[config.mk]
export PLATFORM = sky130hd
export DESIGN_NAME = uart_report_top
export DESIGN_NICKNAME = d
export VERILOG_FILES = /design/src/design/eye_meas_pkg.sv /design/src/design/uart_report_pkg.sv /design/src/design/char_serializer.sv /design/src/design/hex_ascii_conv.sv /design/src/design/report_sequencer.sv /design/src/design/uart_report_top.sv
export SDC_FILE = /design/constraint.sdc
export NUM_CORES = 1
export LEC_CHECK = 0
export ABC_AREA = 1
export BUFFER_PORTS_ARGS = -buffer_cell sky130_fd_sc_hd__buf_2
export CORE_ASPECT_RATIO = 0.5
export CORE_MARGIN = 3
export CORE_UTILIZATION = 35
export CTS_CLUSTER_SIZE = 28
export DETAILED_ROUTE_END_ITERATION = 10
export HOLD_SLACK_MARGIN = 0.06
export MAX_ROUTING_LAYER = met4
export PLACE_DENSITY = 0.61
export REMOVE_ABC_BUFFERS = 1
export SYNTH_ARGS = -nofsm -noshare
export SYNTH_HDL_FRONTEND = slang
export SYNTH_SLANG_ARGS = --single-unit
[constraint.sdc]
create_clock -name CLK -period 5.6 [get_ports CLK]
set_input_delay 0.28 -clock CLK [delete_from_list [all_inputs] [get_ports CLK]]
set_output_delay 0.28 -clock CLK [all_outputs]
set_load 0.02 [all_outputs]
[src/design/eye_meas_pkg.sv]
// Types for the measurement side of the eye-tracker reporter.
// Holds the sum and divider result widths and the input bundle the
// host drives into the reporter top level.

package eye_meas_pkg;

    // ----------------------------------------------------------
    // Sums and divider results
    // ----------------------------------------------------------

    // Pixel count
    typedef logic [19:0] sum_s_t;

    // Weighted coordinate sum, also used for the fixed-point centroid
    typedef logic [27:0] sum_xy_t;

    typedef logic [19:0] frac_t;
    typedef logic [27:0] quot_t;

    // Centroid = quotient[11:0] followed by fraction[19:4]
    localparam int QUOT_KEEP_BITS = 12;
    localparam int FRAC_DROP_BITS = 4;

    // ----------------------------------------------------------
    // Input bundle
    // ----------------------------------------------------------

    typedef struct packed {
        sum_s_t  sum_s;
        sum_xy_t sum_sx;
        sum_xy_t sum_sy;
        quot_t   quot_sx;
        quot_t   quot_sy;
        frac_t   frac_sx;
        frac_t   frac_sy;
    } eye_sums_t;

endpackage

[src/design/uart_report_pkg.sv]
// Types for the text side of the reporter.
// Characters, the field buffer handed from sequencer to serializer,
// the field lengths of one report line and the UART request bundle.

package uart_report_pkg;

    // ----------------------------------------------------------
    // Characters and fields
    // ----------------------------------------------------------

    typedef logic [7:0] char_t;

    localparam int MAX_FIELD_CHARS = 7;

    // Top byte is sent first
    typedef char_t [MAX_FIELD_CHARS-1:0] field_chars_t;

    // Number of characters in a field, 1 to 7
    typedef logic [2:0] field_len_t;

    typedef struct packed {
        field_chars_t chars;
        field_len_t   len;
    } field_load_t;

    // Line layout
    localparam int    S_CHARS   = 5;
    localparam int    XY_CHARS  = 7;
    localparam char_t LINE_FEED = 8'h0A;

    // ----------------------------------------------------------
    // UART transmit port
    // ----------------------------------------------------------

    // de is held until the transmitter raises busy
    typedef struct packed {
        logic  de;
        char_t data;
    } uart_tx_req_t;

endpackage

[src/design/char_serializer.sv]
// Sends one loaded field over the UART port, a character at a time.
// Per character: hold de until busy rises, drop de, then wait for
// busy to fall. A single done strobe follows the last character.
// load is only accepted while idle.

module char_serializer
    import uart_report_pkg::*;
(
    input  logic         CLK,
    input  logic         RST_N,
    input  logic         load,
    input  field_load_t  field,
    input  logic         uart_tx_busy,
    output uart_tx_req_t tx,
    output logic         done
);

    typedef enum logic [1:0] {
        SER_IDLE,
        SER_SEND,
        SER_WAIT
    } ser_state_t;

    ser_state_t     state;
    field_chars_t   shift_buf;
    field_len_t     remaining;
    logic           busy_q;
    logic           busy_rise;
    logic           next_char;

    assign busy_rise = uart_tx_busy & ~busy_q;

    // Busy gone and more characters left
    assign next_char = (state == SER_WAIT) && !uart_tx_busy && (remaining != '0);

    // ----------------------------------------------------------
    // Handshake FSM
    // ----------------------------------------------------------

    always_ff @(posedge CLK or negedge RST_N) begin
        if (!RST_N) begin
            state     <= SER_IDLE;
            remaining <= '0;
            busy_q    <= 1'b0;
            tx        <= '0;
            done      <= 1'b0;
        end else begin
            busy_q <= uart_tx_busy;
            done   <= 1'b0;
            case (state)
                SER_IDLE: begin
                    if (load) begin
                        state     <= SER_SEND;
                        remaining <= field.len - 3'd1;
                        tx.de     <= 1'b1;
                        tx.data   <= field.chars[MAX_FIELD_CHARS-1];
                    end
                end
                SER_SEND: begin
                    // Byte taken by the transmitter
                    if (busy_rise) begin
                        tx.de <= 1'b0;
                        state <= SER_WAIT;
                    end
                end
                SER_WAIT: begin
                    if (!uart_tx_busy) begin
                        if (remaining == '0) begin
                            state <= SER_IDLE;
                            done  <= 1'b1;
                        end else begin
                            state     <= SER_SEND;
                            remaining <= remaining - 3'd1;
                            tx.de     <= 1'b1;
                            tx.data   <= shift_buf[MAX_FIELD_CHARS-1];
                        end
                    end
                end
                default: begin
                    state <= SER_IDLE;
                    tx.de <= 1'b0;
                end
            endcase
        end
    end

    // Remaining characters, next one always in the top byte
    always_ff @(posedge CLK) begin
        if (state == SER_IDLE && load) begin
            shift_buf <= field.chars << $bits(char_t);
        end else if (next_char) begin
            shift_buf <= shift_buf << $bits(char_t);
        end
    end

    // ----------------------------------------------------------
    // Checks
    // ----------------------------------------------------------

    // Sequencer must wait for done before the next field
    a_load_when_idle : assert property (
        @(posedge CLK) disable iff (!RST_N)
        load |-> state == SER_IDLE
    );

    a_data_stable : assert property (
        @(posedge CLK) disable iff (!RST_N)
        tx.de && $past(tx.de) |-> tx.data == $past(tx.data)
    );

endmodule

[src/design/hex_ascii_conv.sv]
// Converts an unsigned payload to upper-case hex ASCII, one character
// per nibble, registered. The most significant nibble lands in the top
// character. Set data_t to the payload type.

module hex_ascii_conv #(
    parameter type data_t = logic [27:0]
) (
    input  logic                            CLK,
    input  logic                            RST_N,
    input  data_t                           value,
    output logic [($bits(data_t)+3)/4-1:0][7:0] chars
);

    localparam int DIGITS = ($bits(data_t) + 3) / 4;

    logic [DIGITS*4-1:0]        padded;
    logic [3:0]                 nib;
    logic [DIGITS-1:0][7:0]     chars_next;

    always_comb begin
        padded = '0;
        padded[$bits(data_t)-1:0] = value;
        nib = '0;
        for (int i = 0; i < DIGITS; i++) begin
            nib = padded[i*4 +: 4];
            // 'A' is 0x41, so 0x37 + 10
            if (nib < 4'd10) begin
                chars_next[i] = 8'h30 + {4'h0, nib};
            end else begin
                chars_next[i] = 8'h37 + {4'h0, nib};
            end
        end
    end

    always_ff @(posedge CLK or negedge RST_N) begin
        if (!RST_N) begin
            chars <= '0;
        end else begin
            chars <= chars_next;
        end
    end

endmodule

[src/design/report_sequencer.sv]
// Line-format sequencer of the reporter.
// Detects the trigger edge, latches out_sel, then hands the count,
// X, Y and line feed fields to the serializer one after another.
// busy covers the whole line.

module report_sequencer
    import uart_report_pkg::*;
(
    input  logic         CLK,
    input  logic         RST_N,
    input  logic         trig,
    input  logic         out_sel,
    input  field_chars_t s_chars,
    input  field_chars_t sx_chars,
    input  field_chars_t sy_chars,
    input  field_chars_t qx_chars,
    input  field_chars_t qy_chars,
    input  logic         done,
    output logic         load,
    output field_load_t  field,
    output logic         busy
);

    typedef enum logic [2:0] {
        SEQ_IDLE,
        SEQ_COUNT,
        SEQ_X,
        SEQ_Y,
        SEQ_LF
    } seq_state_t;

    seq_state_t     state;
    seq_state_t     state_next;
    logic           trig_q;
    logic           trig_qq;
    logic           trig_rise;
    logic           sel_q;
    logic           issue;
    field_load_t    field_next;

    // ----------------------------------------------------------
    // Trigger edge
    // ----------------------------------------------------------

    // Extra stage gives the hex converters their cycle
    assign trig_rise = trig_q & ~trig_qq;

    // ----------------------------------------------------------
    // Line FSM
    // ----------------------------------------------------------

    always_comb begin
        state_next = state;
        issue      = 1'b0;
        field_next = field;
        case (state)
            SEQ_IDLE: begin
                if (trig_rise) begin
                    state_next       = SEQ_COUNT;
                    issue            = 1'b1;
                    field_next.chars = s_chars;
                    field_next.len   = field_len_t'(S_CHARS);
                end
            end
            SEQ_COUNT: begin
                if (done) begin
                    state_next       = SEQ_X;
                    issue            = 1'b1;
                    field_next.chars = sel_q ? qx_chars : sx_chars;
                    field_next.len   = field_len_t'(XY_CHARS);
                end
            end
            SEQ_X: begin
                if (done) begin
                    state_next       = SEQ_Y;
                    issue            = 1'b1;
                    field_next.chars = sel_q ? qy_chars : sy_chars;
                    field_next.len   = field_len_t'(XY_CHARS);
                end
            end
            SEQ_Y: begin
                if (done) begin
                    state_next       = SEQ_LF;
                    issue            = 1'b1;
                    field_next.chars = '0;
                    field_next.chars[MAX_FIELD_CHARS-1] = LINE_FEED;
                    field_next.len   = 3'd1;
                end
            end
            SEQ_LF: begin
                if (done) begin
                    state_next = SEQ_IDLE;
                end
            end
            default: begin
                state_next = SEQ_IDLE;
            end
        endcase
    end

    always_ff @(posedge CLK or negedge RST_N) begin
        if (!RST_N) begin
            trig_q  <= 1'b0;
            trig_qq <= 1'b0;
            state   <= SEQ_IDLE;
            sel_q   <= 1'b0;
            load    <= 1'b0;
            busy    <= 1'b0;
        end else begin
            trig_q  <= trig;
            trig_qq <= trig_q;
            state   <= state_next;
            load    <= issue;
            busy    <= (state_next != SEQ_IDLE);
            // Held for the whole line
            if (state == SEQ_IDLE && trig_rise) begin
                sel_q <= out_sel;
            end
        end
    end

    always_ff @(posedge CLK) begin
        field <= field_next;
    end

    // Serializer only finishes fields of a running line
    a_done_in_line : assert property (
        @(posedge CLK) disable iff (!RST_N)
        done |-> busy
    );

endmodule

[src/design/uart_report_top.sv]
// Top level of the eye-tracker result reporter.
// On each trig edge one hex text line goes out over the UART port:
// S, then raw sums or centroids as picked by out_sel, then a line feed.

module uart_report_top
    import eye_meas_pkg::*;
    import uart_report_pkg::*;
(
    input  logic         CLK,
    input  logic         RST_N,
    input  logic         trig,
    input  logic         out_sel,
    input  eye_sums_t    sums,
    input  logic         uart_tx_busy,
    output logic         busy,
    output uart_tx_req_t tx
);

    sum_xy_t                    qx_val;
    sum_xy_t                    qy_val;
    logic [S_CHARS-1:0][7:0]    s_hex;
    field_chars_t               s_chars;
    field_chars_t               sx_chars;
    field_chars_t               sy_chars;
    field_chars_t               qx_chars;
    field_chars_t               qy_chars;
    logic                       load;
    field_load_t                field;
    logic                       done;

    // Fixed-point centroid slices
    assign qx_val = {sums.quot_sx[QUOT_KEEP_BITS-1:0],
                     sums.frac_sx[$bits(frac_t)-1:FRAC_DROP_BITS]};
    assign qy_val = {sums.quot_sy[QUOT_KEEP_BITS-1:0],
                     sums.frac_sy[$bits(frac_t)-1:FRAC_DROP_BITS]};

    // Count field sits in the top characters
    assign s_chars = {s_hex, {(MAX_FIELD_CHARS-S_CHARS)*8{1'b0}}};

    // ----------------------------------------------------------
    // Hex converters
    // ----------------------------------------------------------

    hex_ascii_conv #(.data_t(sum_s_t)) u_conv_s (
        .CLK(CLK), .RST_N(RST_N), .value(sums.sum_s), .chars(s_hex)
    );

    hex_ascii_conv #(.data_t(sum_xy_t)) u_conv_sx (
        .CLK(CLK), .RST_N(RST_N), .value(sums.sum_sx), .chars(sx_chars)
    );

    hex_ascii_conv #(.data_t(sum_xy_t)) u_conv_sy (
        .CLK(CLK), .RST_N(RST_N), .value(sums.sum_sy), .chars(sy_chars)
    );

    hex_ascii_conv #(.data_t(sum_xy_t)) u_conv_qx (
        .CLK(CLK), .RST_N(RST_N), .value(qx_val), .chars(qx_chars)
    );

    hex_ascii_conv #(.data_t(sum_xy_t)) u_conv_qy (
        .CLK(CLK), .RST_N(RST_N), .value(qy_val), .chars(qy_chars)
    );

    // ----------------------------------------------------------
    // Line control and UART side
    // ----------------------------------------------------------

    report_sequencer u_seq (
        .CLK      (CLK),
        .RST_N    (RST_N),
        .trig     (trig),
        .out_sel  (out_sel),
        .s_chars  (s_chars),
        .sx_chars (sx_chars),
        .sy_chars (sy_chars),
        .qx_chars (qx_chars),
        .qy_chars (qy_chars),
        .done     (done),
        .load     (load),
        .field    (field),
        .busy     (busy)
    );

    char_serializer u_ser (
        .CLK          (CLK),
        .RST_N        (RST_N),
        .load         (load),
        .field        (field),
        .uart_tx_busy (uart_tx_busy),
        .tx           (tx),
        .done         (done)
    );

endmodule

==> results.md <==
- Sink Count: 347
- Layout cells sized above 1: 0.127
- Crit end category: flop
- Final setup margin: between 2000 and 3000 ps
- Commonest cells in the synthesized netlist: 380 x nand2_1, 290 x inv_1, 254 x dfrtp_1
- Post-synth EDFFs: 93
- Largest net degree at the start of global routing: 136
- Setup slack at placement: approximately 2600 ps
- Filler Cell Count: just under 4,000
- CTS Buffer Depth: 3
- Pre-antenna DRT Iters: 5
- FFs w/ async S/R, synth: 0.732
- Clock skew: 17.1 ps
- H-tree depth: 2
- Worst-Margin Slew: 1010 ps
- Wire per inst: about 13 microns
- Root Buffer: clkbuf_16
- Ys Warns: 0
- Diodes inserted: 0
- Unrepaired setup endpoints after global routing: false
- Die H: 153 microns
- WP data required: 5790 ps
- Antenna violations before repair: 0
- Nets: between 2,000 and 2,500
- CP max stage delay: between 600 and 700 ps
- Worst skew pair latency: 510 ps
- Fin crit share: 0.527
- CP startpoint kind: flop
- Total CTS buffers: 35
- Crit path DAT: 3140 ps
- Finish-stage setup viols: 0
- Vias in the first global route: 10,700
- Post-synth top area cell: dfrtp_1
- Gate Count Post-Synth: around 1,600
- Vias per inst: about 4.4
- Initial Util: 0.357
- TNS Setup: 0 ps
- Pwr Density: 391 mW/mm^2
- Detailed Route Iter0 Violations: 601
- Critical path class: flop to flop
- Core Box Area: 0.0422 sq mm
- Period minus WS final: 2950 ps
- Final slew viol count: 0
- DIE WIDTH: 299 microns
- Worst hold path type: input pin to flop
- Leakage: 9.18 nW
- Area added between synthesis and finish: 25.1%
- Total congestion overflow: 0
- First-pass GRT wire length: slightly above 50 mm
- Seq/Total Area, Yosys: 0.608
- Multi-input logic area: 0.00451 sq mm
- DRC violations left: 0
- Max Clock Freq: between 300 and 400 MHz
- IO Port Bufs: about 150
- Die Footprint: 0.0457 sq mm
- Buffers plus inverters on the worst setup path: 2
- Final WL: 31.3 mm
- Outcome: finished, final reports clean
- Slowest cell on the critical path: nor2_4
- Gpl congestion: 0.804
- Critical path's top delay family: simple AND/OR/NAND/NOR gates
- Mean area per synthesized cell: approximately 9.5 sq um
- Register bit total from synthesis: about 350
- Largest cells by area after synthesis: dfrtp_1 42%, edfxtp_1 19%, nand2_1 9.5%
- Top-area cell type share of the netlist area: 0.422
- Crit-path cells: nor2_4 -> nand2_2 -> buf_4 -> nand2_2 -> buf_4
- # Max-Cap Violations: 0
- Vias: 10,800
- Cell row count: 53
- Fin. Hold Viols: 0
- Overall Global Routing Usage: 0.142
- Post-CTS Setup Bufs: 0
- Netlist cell types: 25
- CTS tree: built
- Total chip power: around 0.0074 W
- Synth Cell Area: roughly 0.015 sq mm
- Register Area: 0.00915 sq mm
- Worst-path clk slew: roughly 60 ps
- HPWL Detailed: 19.7 mm
- DRT antenna net count: 0
- I/O pin total: approximately 190
- Top_reg_cell synth: dfrtp_1
- VDD IR max: 233 uV
- Most frequent cell after synthesis: nand2_1
- CP Max Fanout: 51
- Slew HR: 0.325
cell usage in the layout (no fill, tap or decap):
| cell type | synthesis | layout |
|---|---|---|
| a21oi_1 | 2 | 2 |
| buf_12 | 0 | 1 |
| buf_2 | 28 | 144 |
| buf_4 | 3 | 6 |
| buf_8 | 0 | 1 |
| bufinv_16 | 0 | 2 |
| clkbuf_1 | 8 | 5 |
| clkbuf_16 | 0 | 37 |
| clkbuf_8 | 0 | 9 |
| clkinv_1 | 0 | 2 |
| clkinv_2 | 0 | 7 |
| clkinvlp_4 | 0 | 1 |
| conb_1 | 1 | 1 |
| dfrtp_1 | 254 | 253 |
| dfrtp_4 | 0 | 1 |
| dlygate4sd3_1 | 0 | 135 |
| edfxtp_1 | 93 | 93 |
| ha_1 | 34 | 34 |
| inv_1 | 290 | 290 |
| inv_2 | 7 | 7 |
| mux2_1 | 14 | 14 |
| mux2_2 | 14 | 14 |
| nand2_1 | 380 | 380 |
| nand2_2 | 3 | 3 |
| nand3_1 | 89 | 89 |
| nand3_2 | 1 | 1 |
| nor2_1 | 82 | 82 |
| nor2_2 | 2 | 2 |
| nor2_4 | 2 | 2 |
| nor3_1 | 26 | 26 |
| o21ai_0 | 167 | 166 |
| o21ai_1 | 34 | 34 |
| o21ai_2 | 1 | 1 |
| o21ai_4 | 0 | 1 |
| xor2_1 | 41 | 41 |
cell type report:
class,instances,share of cell area
Clock buffer,51,0.0567
Clock inverter,12,0.00585
Inverter,297,0.0592
Multi-Input combinational cell,893,0.240
Sequential cell,347,0.486
Tap cell,577,0.0383
Timing Repair Buffer,287,0.114
cell families (layout without fill, tap and decap cells):
kind of cell / count (synthesis) / count (layout) / share of synthesized area
compound gates: 204 / 204 / 0.0680
simple gates: 585 / 585 / 0.158
mux: 28 / 28 / 0.0209
xor+xnor: 41 / 41 / 0.0238
other cells: 1 / 1 / 0.000249
flops: 347 / 347 / 0.608
fa+ha+maj: 34 / 34 / 0.0282
buf+inv: 345 / 647 / 0.0936
tightest hold or removal path: stages:
cell and delay (ps):
buf_2 110, inv_1 80, xor2_1 70
per-layer routing:
layer,GRT usage,share of wire,vias up
li1,-,-,5493
met1,0.179,0.45,5058
met2,0.241,0.50,151
met3,0.0212,0.029,54
met4,0.0379,0.022,0
met5,-,0,-
path summary, 6_finish.rpt:
kind	from	end	slack, ps	cells past startpoint
setup / recovery	u_ser.state[1]	u_ser.shift_buf[21]	2650	5
hold / removal	sums[16]	u_conv_qy.chars[24]	70	3
setup reg to reg	u_ser.state[1]	u_ser.shift_buf[21]	2650	5
hold reg to reg	u_seq.trig_q	u_seq.trig_qq	390	0
max in group asynchronous	RST_N	u_conv_qy.chars[21]	3880	3
min in group asynchronous	RST_N	u_conv_sx.chars[48]	490	2
repair_timing:
action                    CTS  global route
resized for setup           0             0
hold buffers              135             0
hold endpoints to repair  268             0
per-stage QoR:
| step | utilization | area [sq um] | instances | hold WS [ps] |
|---|---|---|---|---|
| after floorplan | - | 14800 | 1537 | -15.6 |
| after CTS | 0.446 | 18800 | 2464 | 60.0 |
| after global routing | 0.446 | 18800 | 2464 | 75.2 |
| after global placement | 0.386 | 16300 | 2266 | 370 |
| final | 0.446 | 18800 | 2464 | 70.1 |
| after detailed placement | 0.386 | 16300 | 2266 | 373 |
flip-flops by register name, indices dropped and copies added, names as in the netlist:
signal and flops:
u_ser.state 2, u_ser.busy_q 1, u_ser.done 1, u_seq.sel_q 1
u_ser.tx 8, u_conv_qx.chars 49, u_ser.remaining 3, u_seq.field 51
u_ser.shift_buf 42, u_seq.state 3, u_conv_s.chars 35, u_conv_qy.chars 49
u_seq.busy 1, u_seq.trig_q 1, u_seq.trig_qq 1, u_conv_sy.chars 49
u_conv_sx.chars 49, u_seq.load 1
report_power, final:
group          switching (W)  internal [W]
Sequential          0.000211       0.00308
Clock               0.000948       0.00142
Combinational        0.00113      0.000574
Total                0.00229       0.00507
No activity file was read; power rests on OpenSTA's default activity.
